File: src/design/doc_pkg.sv
/* wavetable engine shared definitions */

package doc_pkg;

    // oscillator index width, 32 oscillators in the register arrays
    localparam int osc_num_w = 5;

    // basic words
    typedef logic [7:0] reg_byte_t;
    typedef logic [15:0] freq_t;
    typedef logic [23:0] acc_t;
    typedef logic [15:0] wave_addr_t;
    typedef logic signed [15:0] sample_t;

    // register group codes taken from host address bits 7..5
    localparam logic [2:0] grp_freq_lo = 3'd0;
    localparam logic [2:0] grp_freq_hi = 3'd1;
    localparam logic [2:0] grp_volume = 3'd2;
    localparam logic [2:0] grp_wave_ptr = 3'd4;
    localparam logic [2:0] grp_control = 3'd5;
    localparam logic [2:0] grp_res_size = 3'd6;
    localparam logic [2:0] grp_global = 3'd7;

    // low address bits of the enable register inside the global group
    localparam logic [osc_num_w-1:0] global_osc_enable = 5'd1;

    // oscillator mode field, control bits 2..1
    localparam logic [1:0] mode_free_run = 2'd0;
    localparam logic [1:0] mode_one_shot = 2'd1;

    // unsigned midpoint of a wave byte, the silent level
    localparam logic [7:0] wave_zero_level = 8'h80;

    // accumulator shift is this base plus resolution minus table size
    localparam int addr_base_shift = 9;

endpackage

File: src/design/doc_register_file.sv
/* oscillator register file */

`timescale 1ns/1ps

module doc_register_file (
    input  logic                          clk_i,
    input  logic                          reset_n_i,
    input  logic                          host_we_i,
    input  doc_pkg::reg_byte_t            host_addr_i,
    input  doc_pkg::reg_byte_t            host_data_i,
    input  logic [doc_pkg::osc_num_w-1:0] cur_osc_i,
    input  logic                          halt_req_i,
    input  logic [doc_pkg::osc_num_w-1:0] halt_osc_i,
    output doc_pkg::freq_t                freq_o,
    output doc_pkg::reg_byte_t            volume_o,
    output doc_pkg::reg_byte_t            wave_ptr_o,
    output doc_pkg::reg_byte_t            control_o,
    output doc_pkg::reg_byte_t            res_size_o,
    output logic [5:0]                    osc_count_o
);

    localparam int num_osc = 1 << doc_pkg::osc_num_w;

    // one byte per oscillator in each group
    doc_pkg::reg_byte_t freq_lo_r [num_osc];
    doc_pkg::reg_byte_t freq_hi_r [num_osc];
    doc_pkg::reg_byte_t volume_r [num_osc];
    doc_pkg::reg_byte_t wave_ptr_r [num_osc];
    doc_pkg::reg_byte_t control_r [num_osc];
    doc_pkg::reg_byte_t res_size_r [num_osc];
    doc_pkg::reg_byte_t osc_enable_r;

    logic [2:0]                    host_grp_w;
    logic [doc_pkg::osc_num_w-1:0] host_osc_w;
    logic [4:0]                    enabled_w;

    assign host_grp_w = host_addr_i[7:5];
    assign host_osc_w = host_addr_i[4:0];

    always_ff @(posedge clk_i) begin
        if (!reset_n_i) begin
            for (int i = 0; i < num_osc; i++) begin
                freq_lo_r[i] <= '0;
                freq_hi_r[i] <= '0;
                volume_r[i] <= '0;
                wave_ptr_r[i] <= '0;
                control_r[i] <= '0;
                res_size_r[i] <= '0;
            end
            // a single oscillator is enabled out of reset
            osc_enable_r <= 8'h02;
        end else begin
            // the sequencer only ever sets the halt bit
            if (halt_req_i) begin
                control_r[halt_osc_i] <= control_r[halt_osc_i] | 8'h01;
            end
            // host writes come last so they override a halt on the same byte
            if (host_we_i) begin
                case (host_grp_w)
                    doc_pkg::grp_freq_lo:  freq_lo_r[host_osc_w] <= host_data_i;
                    doc_pkg::grp_freq_hi:  freq_hi_r[host_osc_w] <= host_data_i;
                    doc_pkg::grp_volume:   volume_r[host_osc_w] <= host_data_i;
                    doc_pkg::grp_wave_ptr: wave_ptr_r[host_osc_w] <= host_data_i;
                    doc_pkg::grp_control:  control_r[host_osc_w] <= host_data_i;
                    doc_pkg::grp_res_size: res_size_r[host_osc_w] <= host_data_i;
                    doc_pkg::grp_global: begin
                        if (host_osc_w == doc_pkg::global_osc_enable) begin
                            osc_enable_r <= host_data_i;
                        end
                    end
                    default: begin
                    end
                endcase
            end
        end
    end

    // registers of the oscillator the sequencer is working on
    assign freq_o = {freq_hi_r[cur_osc_i], freq_lo_r[cur_osc_i]};
    assign volume_o = volume_r[cur_osc_i];
    assign wave_ptr_o = wave_ptr_r[cur_osc_i];
    assign control_o = control_r[cur_osc_i];
    assign res_size_o = res_size_r[cur_osc_i];

    // enable register holds twice the oscillator count, never fewer than one
    assign enabled_w = osc_enable_r[5:1];
    assign osc_count_o = (enabled_w == 5'd0) ? 6'd1 : {1'b0, enabled_w};

endmodule

File: src/design/osc_sequencer.sv
/* oscillator sequencer */

`timescale 1ns/1ps

module osc_sequencer (
    input  logic                          clk_i,
    input  logic                          reset_n_i,
    input  doc_pkg::freq_t                freq_i,
    input  doc_pkg::reg_byte_t            volume_i,
    input  doc_pkg::reg_byte_t            wave_ptr_i,
    input  doc_pkg::reg_byte_t            control_i,
    input  doc_pkg::reg_byte_t            res_size_i,
    input  logic [5:0]                    osc_count_i,
    input  logic                          wave_rd_ready_i,
    input  doc_pkg::reg_byte_t            wave_data_i,
    input  logic                          sample_ready_i,
    output logic [doc_pkg::osc_num_w-1:0] cur_osc_o,
    output logic                          halt_req_o,
    output logic [doc_pkg::osc_num_w-1:0] halt_osc_o,
    output logic                          wave_rd_valid_o,
    output doc_pkg::wave_addr_t           wave_addr_o,
    output logic                          sample_valid_o,
    output doc_pkg::sample_t              sample_o,
    output logic                          sample_last_o
);

    localparam int num_osc = 1 << doc_pkg::osc_num_w;

    typedef enum logic [1:0] {st_load, st_step, st_fetch, st_emit} state_t;

    state_t state_r;

    // accumulators live here, the host never sees them
    doc_pkg::acc_t acc_mem [num_osc];
    doc_pkg::acc_t acc_cur_r;

    logic [2:0]          size_w;
    logic [2:0]          res_w;
    logic                halted_w;
    logic                end_halt_w;
    doc_pkg::acc_t       acc_sum_w;
    logic [4:0]          shift_w;
    doc_pkg::wave_addr_t step_addr_w;
    logic [3:0]          top_bit_w;
    logic                overflow_w;
    doc_pkg::wave_addr_t offset_mask_w;
    doc_pkg::reg_byte_t  page_w;
    doc_pkg::wave_addr_t byte_addr_w;
    logic                start_fetch_w;
    logic                fetch_done_w;
    logic                zero_byte_w;
    logic signed [7:0]   wave_s_w;
    logic signed [7:0]   vol_s_w;
    logic signed [15:0]  product_w;
    logic                last_w;

    assign size_w = res_size_i[5:3];
    assign res_w = res_size_i[2:0];
    assign halted_w = control_i[0];

    // what happens at the end of the table depends on the mode field
    always_comb begin
        case (control_i[2:1])
            doc_pkg::mode_one_shot: end_halt_w = 1'b1;
            doc_pkg::mode_free_run: end_halt_w = 1'b0;
            // the remaining codes keep running like free-run
            default:                end_halt_w = 1'b0;
        endcase
    end

    // accumulator step and the address window it selects
    assign acc_sum_w = acc_cur_r + doc_pkg::acc_t'(freq_i);
    assign shift_w = 5'(doc_pkg::addr_base_shift) + 5'(res_w) - 5'(size_w);
    assign step_addr_w = doc_pkg::wave_addr_t'(acc_sum_w >> shift_w);
    assign top_bit_w = {1'b1, size_w};
    assign overflow_w = step_addr_w[top_bit_w];

    // the table starts on a page boundary aligned to its own size
    assign offset_mask_w = ~(16'hFFFF << top_bit_w);
    assign page_w = wave_ptr_i & (8'hFF << size_w);
    assign byte_addr_w = {page_w, 8'h00} | (overflow_w ? '0 : (step_addr_w & offset_mask_w));

    // a halted oscillator or a finished one-shot needs no memory access
    assign start_fetch_w = !halted_w && !(overflow_w && end_halt_w);

    assign fetch_done_w = wave_rd_valid_o && wave_rd_ready_i;
    assign zero_byte_w = (wave_data_i == 8'h00);

    // wave byte made signed around the midpoint, volume reduced to six bits
    assign wave_s_w = signed'(wave_data_i ^ doc_pkg::wave_zero_level);
    assign vol_s_w = signed'({2'b00, volume_i[7:2]});
    assign product_w = wave_s_w * vol_s_w;

    // last index also catches a count that shrank under the sequencer
    assign last_w = ({1'b0, cur_osc_o} >= (osc_count_i - 6'd1));

    always_ff @(posedge clk_i) begin
        if (!reset_n_i) begin
            state_r <= st_load;
            cur_osc_o <= '0;
            wave_rd_valid_o <= 1'b0;
            sample_valid_o <= 1'b0;
            halt_req_o <= 1'b0;
        end else begin
            halt_req_o <= 1'b0;
            case (state_r)
                st_load: begin
                    state_r <= st_step;
                end
                st_step: begin
                    state_r <= st_fetch;
                    wave_rd_valid_o <= start_fetch_w;
                    // one-shot reached the end of its table
                    halt_req_o <= !halted_w && overflow_w && end_halt_w;
                end
                st_fetch: begin
                    if (!wave_rd_valid_o) begin
                        state_r <= st_emit;
                        sample_valid_o <= 1'b1;
                    end else if (wave_rd_ready_i) begin
                        wave_rd_valid_o <= 1'b0;
                        state_r <= st_emit;
                        sample_valid_o <= 1'b1;
                        halt_req_o <= zero_byte_w;
                    end
                end
                default: begin
                    // sample and oscillator index hold while the FIFO is full
                    if (sample_ready_i) begin
                        sample_valid_o <= 1'b0;
                        cur_osc_o <= sample_last_o ? '0 : cur_osc_o + 1'b1;
                        state_r <= st_load;
                    end
                end
            endcase
        end
    end

    always_ff @(posedge clk_i) begin
        if (state_r == st_load) begin
            acc_cur_r <= acc_mem[cur_osc_o];
        end
        if (state_r == st_step) begin
            wave_addr_o <= byte_addr_w;
            halt_osc_o <= cur_osc_o;
            sample_o <= '0;
            sample_last_o <= last_w;
        end
        if ((state_r == st_fetch) && fetch_done_w) begin
            sample_o <= zero_byte_w ? '0 : product_w;
        end
    end

    always_ff @(posedge clk_i) begin
        if (!reset_n_i) begin
            for (int i = 0; i < num_osc; i++) begin
                acc_mem[i] <= '0;
            end
        end else begin
            if ((state_r == st_step) && !halted_w) begin
                acc_mem[cur_osc_o] <= overflow_w ? '0 : acc_sum_w;
            end
            // a zero byte rewinds the oscillator as well as halting it
            if ((state_r == st_fetch) && fetch_done_w && zero_byte_w) begin
                acc_mem[cur_osc_o] <= '0;
            end
        end
    end

endmodule

File: src/design/sample_fifo.sv
/* sample FIFO */

`timescale 1ns/1ps

module sample_fifo #(
    parameter int fifo_depth = 4
) (
    input  logic             clk_i,
    input  logic             reset_n_i,
    input  logic             in_valid_i,
    input  doc_pkg::sample_t in_sample_i,
    input  logic             in_last_i,
    input  logic             out_ready_i,
    output logic             in_ready_o,
    output logic             out_valid_o,
    output doc_pkg::sample_t out_sample_o,
    output logic             out_last_o
);

    localparam int ptr_w = $clog2(fifo_depth);

    doc_pkg::sample_t sample_mem [fifo_depth];
    logic             last_mem [fifo_depth];

    logic [ptr_w-1:0] wr_ptr_r;
    logic [ptr_w-1:0] rd_ptr_r;
    logic [ptr_w:0]   count_r;
    logic             push_w;
    logic             pop_w;

    assign in_ready_o = (count_r != (ptr_w + 1)'(fifo_depth));
    assign out_valid_o = (count_r != '0);
    assign push_w = in_valid_i && in_ready_o;
    assign pop_w = out_valid_o && out_ready_i;

    // oldest entry is presented straight from storage
    assign out_sample_o = sample_mem[rd_ptr_r];
    assign out_last_o = last_mem[rd_ptr_r];

    always_ff @(posedge clk_i) begin
        if (push_w) begin
            sample_mem[wr_ptr_r] <= in_sample_i;
            last_mem[wr_ptr_r] <= in_last_i;
        end
    end

    // pointers wrap naturally since the depth is a power of two
    always_ff @(posedge clk_i) begin
        if (!reset_n_i) begin
            wr_ptr_r <= '0;
            rd_ptr_r <= '0;
            count_r <= '0;
        end else begin
            if (push_w) begin
                wr_ptr_r <= wr_ptr_r + 1'b1;
            end
            if (pop_w) begin
                rd_ptr_r <= rd_ptr_r + 1'b1;
            end
            if (push_w && !pop_w) begin
                count_r <= count_r + 1'b1;
            end else if (pop_w && !push_w) begin
                count_r <= count_r - 1'b1;
            end
        end
    end

endmodule

File: src/design/voice_mixer.sv
/* mono frame mixer */

`timescale 1ns/1ps

module voice_mixer (
    input  logic             clk_i,
    input  logic             reset_n_i,
    input  logic             in_valid_i,
    input  doc_pkg::sample_t in_sample_i,
    input  logic             in_last_i,
    output logic             in_ready_o,
    output logic             mix_valid_o,
    output doc_pkg::sample_t mix_o
);

    // running sum of the frame so far, wraps at 16 bits
    doc_pkg::sample_t sum_r;
    doc_pkg::sample_t next_sum_w;
    logic             accept_w;

    assign accept_w = in_valid_i && in_ready_o;
    assign next_sum_w = sum_r + in_sample_i;

    always_ff @(posedge clk_i) begin
        if (!reset_n_i) begin
            in_ready_o <= 1'b0;
            mix_valid_o <= 1'b0;
            mix_o <= '0;
            sum_r <= '0;
        end else begin
            // ready once reset is released and stays there
            in_ready_o <= 1'b1;
            mix_valid_o <= 1'b0;
            if (accept_w) begin
                if (in_last_i) begin
                    // closing sample of the frame includes itself in the mix
                    mix_o <= next_sum_w;
                    mix_valid_o <= 1'b1;
                    sum_r <= '0;
                end else begin
                    sum_r <= next_sum_w;
                end
            end
        end
    end

endmodule

File: src/design/doc_top.sv
/* wavetable engine top */

`timescale 1ns/1ps

module doc_top #(
    parameter int fifo_depth = 4
) (
    input  logic                clk_i,
    input  logic                reset_n_i,
    input  logic                host_we_i,
    input  doc_pkg::reg_byte_t  host_addr_i,
    input  doc_pkg::reg_byte_t  host_data_i,
    input  logic                wave_rd_ready_i,
    input  doc_pkg::reg_byte_t  wave_data_i,
    output logic                wave_rd_valid_o,
    output doc_pkg::wave_addr_t wave_addr_o,
    output logic                mix_valid_o,
    output doc_pkg::sample_t    mix_o
);

    // register readout for the current oscillator
    logic [doc_pkg::osc_num_w-1:0] cur_osc;
    doc_pkg::freq_t                freq;
    doc_pkg::reg_byte_t            volume;
    doc_pkg::reg_byte_t            wave_ptr;
    doc_pkg::reg_byte_t            control;
    doc_pkg::reg_byte_t            res_size;
    logic [5:0]                    osc_count;

    // halt write-back into the control registers
    logic                          halt_req;
    logic [doc_pkg::osc_num_w-1:0] halt_osc;

    // sequencer to FIFO
    logic             seq_valid;
    doc_pkg::sample_t seq_sample;
    logic             seq_last;
    logic             fifo_ready;

    // FIFO to mixer
    logic             mix_in_valid;
    doc_pkg::sample_t mix_in_sample;
    logic             mix_in_last;
    logic             mixer_ready;

    doc_register_file u_register_file (
        .clk_i       (clk_i),
        .reset_n_i   (reset_n_i),
        .host_we_i   (host_we_i),
        .host_addr_i (host_addr_i),
        .host_data_i (host_data_i),
        .cur_osc_i   (cur_osc),
        .halt_req_i  (halt_req),
        .halt_osc_i  (halt_osc),
        .freq_o      (freq),
        .volume_o    (volume),
        .wave_ptr_o  (wave_ptr),
        .control_o   (control),
        .res_size_o  (res_size),
        .osc_count_o (osc_count)
    );

    osc_sequencer u_sequencer (
        .clk_i           (clk_i),
        .reset_n_i       (reset_n_i),
        .freq_i          (freq),
        .volume_i        (volume),
        .wave_ptr_i      (wave_ptr),
        .control_i       (control),
        .res_size_i      (res_size),
        .osc_count_i     (osc_count),
        .wave_rd_ready_i (wave_rd_ready_i),
        .wave_data_i     (wave_data_i),
        .sample_ready_i  (fifo_ready),
        .cur_osc_o       (cur_osc),
        .halt_req_o      (halt_req),
        .halt_osc_o      (halt_osc),
        .wave_rd_valid_o (wave_rd_valid_o),
        .wave_addr_o     (wave_addr_o),
        .sample_valid_o  (seq_valid),
        .sample_o        (seq_sample),
        .sample_last_o   (seq_last)
    );

    sample_fifo #(
        .fifo_depth (fifo_depth)
    ) u_sample_fifo (
        .clk_i        (clk_i),
        .reset_n_i    (reset_n_i),
        .in_valid_i   (seq_valid),
        .in_sample_i  (seq_sample),
        .in_last_i    (seq_last),
        .out_ready_i  (mixer_ready),
        .in_ready_o   (fifo_ready),
        .out_valid_o  (mix_in_valid),
        .out_sample_o (mix_in_sample),
        .out_last_o   (mix_in_last)
    );

    voice_mixer u_mixer (
        .clk_i       (clk_i),
        .reset_n_i   (reset_n_i),
        .in_valid_i  (mix_in_valid),
        .in_sample_i (mix_in_sample),
        .in_last_i   (mix_in_last),
        .in_ready_o  (mixer_ready),
        .mix_valid_o (mix_valid_o),
        .mix_o       (mix_o)
    );

endmodule

File: config.mk
export PLATFORM = sky130hd
export DESIGN_NAME = doc_top
export DESIGN_NICKNAME = d
export VERILOG_FILES = /design/src/design/doc_pkg.sv /design/src/design/doc_register_file.sv /design/src/design/osc_sequencer.sv /design/src/design/sample_fifo.sv /design/src/design/voice_mixer.sv /design/src/design/doc_top.sv
export SDC_FILE = /design/constraint.sdc
export NUM_CORES = 2
export LEC_CHECK = 0
export BUFFER_PORTS_ARGS = -buffer_cell sky130_fd_sc_hd__buf_2
export CORE_MARGIN = 3
export CORE_UTILIZATION = 30
export CTS_BUF_LIST = sky130_fd_sc_hd__clkbuf_4 sky130_fd_sc_hd__clkbuf_8
export DETAILED_ROUTE_END_ITERATION = 8
export SLEW_MARGIN = 10
export SYNTH_ARGS = -nofsm -noshare
export SYNTH_HDL_FRONTEND = slang
export SYNTH_SLANG_ARGS = --single-unit
File: constraint.sdc
create_clock -name clk_i -period 8.1 [get_ports clk_i]
set_input_delay 0.81 -clock clk_i [delete_from_list [all_inputs] [get_ports clk_i]]
set_output_delay 0.81 -clock clk_i [all_outputs]
set_load 0.01 [all_outputs]
==> impl_metrics.py <==
metrics = {
    "clocking": {
        "cts_buffer_depth": 4,
        "cts_hold_buf": 0,
        "cts_max_level": 5,
        "clock_latency_ns": 0.99,
        "root_buffer": "clkbuf_8",
        "clk_pin_slew_worst_paths_ns": 0.07,
        "cts.sinks": 2204,
        "numCtsBuffers": 357,
        "cts_setup_buffers": 0,
        "cts_tree": "built",
        "post_cts_resized": 0,
    },
    "pwr": {
        "peakVddDrop_mv": 0.3401,
        "leakage_uw": 0.04235,
        "powerDensity_nw_per_um2": 246.0,
    },
    "floorplan": {
        "die_y_microns": 593.9,
        "boundaryPins": 62,
        "core.rowCount": 215,
        "die_area_sq_um": 352700,
        "start_util_pct": 30.18,
        "fp.dieW_microns": 593.9,
        "coreArea_sq_um": 343500,
    },
    "status": {
        "status": "complete, no violations",
    },
    "timing": {
        "setup_tns_ns": 0,
        "fin_crit_ns": 7.572,
        "worst-slew-pin-transition_ns": 1.153,
        "worst_hold_slack_ns": 0.3398,
        "drv_slew": 0,
        "finalSetupViolCount": 0,
        "hold_viol": 0,
        "skew_ns": 0.1093,
        "max_freq_mhz": 132.1,
        "rsz0062_at_grt": "false",
        "slew_headroom_pct": 22.87,
        "fin_crit_sh_pct": 93.48,
    },
    "detailed_routing": {
        "drt_iter0_drc": 8257,
        "wl_per_cell_microns": 24.96,
        "vias_per_cell": 5.343,
        "drtAntennaViolNets": 0,
        "vias": 64940,
        "drc": 0,
        "drt_wl_total_mm": 303.3,
        "dr.pass1.iters": 6,
    },
    "layout": {
        "final_cell_mix": "edfxtp_1 (2109), and3_1 (1233), nor2_1 (884), nand2_1 (596), mux4_2 (586)",
        "num-nets-final": 7465,
        "nFillCells": 33100,
        "syn_to_final_growth_pct": 11.57,
        "final_common_cell": "edfxtp_1",
        "drive_gt1_share_pct": 20.69,
        "layoutNonFillerInstCount": 12150,
    },
    "yosys": {
        "ys_seq_area_share_pct": 62.92,
        "synth.cell_area_sq_um": 103700,
        "synth_edf_count": 2109,
        "synth_top_area_share_pct": 61.09,
        "synth_nets": 7620,
        "syn_avg_cell_area_sq_um": 13.88,
        "synth_area_leaders": "edfxtp_1 (61%), mux4_2 (13%), and3_1 (7.4%)",
        "synthArstFlopShare_pct": 0,
        "synth_top_area_cell": "edfxtp_1",
        "yosys_warnings": 0,
        "yosys_most_used_dff": "edfxtp_1",
        "ys_seq_elements": 2204,
        "ys_types": 88,
        "synth_cells": 7468,
    },
    "worst_setup_path": {
        "cp.required_ns": 8.91,
        "critPathLaunchType": "register",
        "worstPathArrival_ns": 8.39,
        "critPathCaptureType": "register",
        "path_class": "register to register",
        "worstPathMaxFanout": 40,
    },
    "global_route": {
        "antenna_found_initial": 30,
        "grt_pass1_wl_mm": 443.4,
        "grt_pass1_vias": 64310,
        "grt_util_all_layers_pct": 16.66,
        "overflow": 0,
        "grt_max_degree": 235,
    },
    "min_path": {
        "hp-class": "input pin to register",
    },
    "placement": {
        "port_buffers": 61,
        "dp_hpwl_mm": 185.5,
        "placed_cells": 11510,
        "globalplace.congestion": 0.8726,
    },
    "flow_run": {
        "maxCapViolations": 0,
    },
}
cell families (layout without fill, tap and decap cells):
logic type | Yosys count | in the layout | synth area share (%)
XOR/XNOR | 52 | 52 | 0.4393
AO/OA/AOI/OAI | 484 | 484 | 3.248
other | 0 | 12 | 0
buffers and inverters | 902 | 1018 | 3.411
AND/OR/NAND/NOR | 3056 | 3056 | 14.85
flip-flops | 2204 | 2204 | 62.92
adder cells (fa/ha/maj) | 124 | 124 | 1.779
multiplexers | 646 | 646 | 13.35
path summary, 6_finish.rpt:
path | from | to | slack, ns | cells past startpoint
hold / removal | wave_data_i[0] | u_sequencer.sample_o[0] | 0.34 | 2
setup reg to reg | register | u_sequencer.acc_mem[6][21] | 0.53 | 19
setup / recovery | register | u_sequencer.acc_mem[6][21] | 0.53 | 19
hold reg to reg | u_mixer.mix_o[8] | u_mixer.mix_o[8] | 0.47 | 2
state kept, by name, summed over array words and instances (netlist names), 24 cells and up, named ones only:
| register | cells |
|---|---|
| u_register_file.control_r | 96 |
| u_sample_fifo.sample_mem | 60 |
| u_sequencer.acc_mem | 768 |
| u_register_file.freq_hi_r | 256 |
| u_register_file.volume_r | 192 |
| u_sequencer.acc_cur_r | 24 |
| u_register_file.res_size_r | 192 |
| u_register_file.wave_ptr_r | 256 |
| u_register_file.freq_lo_r | 256 |
Yosys cell counts (15+ instances only):
library cell and instances:
nor2b_1 54, mux2_2 26, fa_1 39, ha_1 85, nor2_2 28, nand2_1 596
a211oi_1 22, a21boi_0 20, xnor2_1 39, mux4_2 586, and3_1 1233, mux2i_1 33
nand3_1 28, edfxtp_1 2109, buf_2 68, nand3_2 15, nand2b_1 22, nand4_1 39
nor3_1 32, a22oi_1 130, a31oi_1 15, inv_1 92, nor2_1 920, and2_1 27
dfxtp_1 95, buf_1 40, clkbuf_1 689, o21ai_0 49, a21oi_1 108, a21o_1 16
routing by layer:
| layer | wire, microns | track usage [%] | vias up |
|---|---|---|---|
| met2 | 142800 | 26.39 | 2957 |
| li1 | - | - | 27940 |
| met5 | 38 | 0 | - |
| met4 | 11150 | 6.050 | 6 |
| met1 | 124600 | 22.91 | 33520 |
| met3 | 24750 | 2.946 | 517 |
final cells by class:
| class | instances | area, sq um | share of cell area, % |
|---|---|---|---|
| sequential | 2204 | 65260 | 56.42 |
| inverter | 95 | 356.6 | 0.3083 |
| multi-input combinational | 4362 | 35250 | 30.47 |
| antenna | 12 | 30.03 | 0.02596 |
| tap | 4557 | 5702 | 4.929 |
| timing repair buffer | 293 | 2331 | 2.015 |
| clock inverter | 149 | 847.1 | 0.7323 |
| clock buffer | 481 | 5901 | 5.101 |
metrics by stage:
step           worst slack, ns  util, %  power, uW  cell area (sq um)
6_report                0.5280    33.67      28460             115700
5_1_grt                0.07128    33.67      29580             115700
4_1_cts                 0.2404    33.66      28570             115600
3_5_place_dp            0.3685    31.70      19180             108900
3_3_place_gp            0.3447    31.70      19100             108900
2_1_floorplan           0.4533        -      17070             103700
worst max-delay path: stages, from the launching register on:
cell      delay (ns)
dfxtp_4         0.64
buf_12          0.29
buf_12          0.35
mux4_2          0.58
mux4_2          0.49
mux2_2          0.29
ha_1            0.44
a21oi_1         0.41
o21ai_1         0.24
a21oi_1         0.40
o21ai_1         0.29
a221o_1         0.39
o32a_1          0.21
mux2_2          0.31
a211o_1         0.26
and4bb_1        0.24
a32oi_4         0.53
buf_4           0.30
nand3_4         0.40
nor2_1          0.29
where the power goes:
| part | internal, uW | switching, uW | total (uW) |
|---|---|---|---|
| combinational | 1530 | 3910 | 5440 |
| clock | 4920 | 4530 | 9440 |
| sequential | 13200 | 357 | 13600 |
| total | 19700 | 8790 | 28500 |
Note: power is estimated with default switching activity, not from simulation.
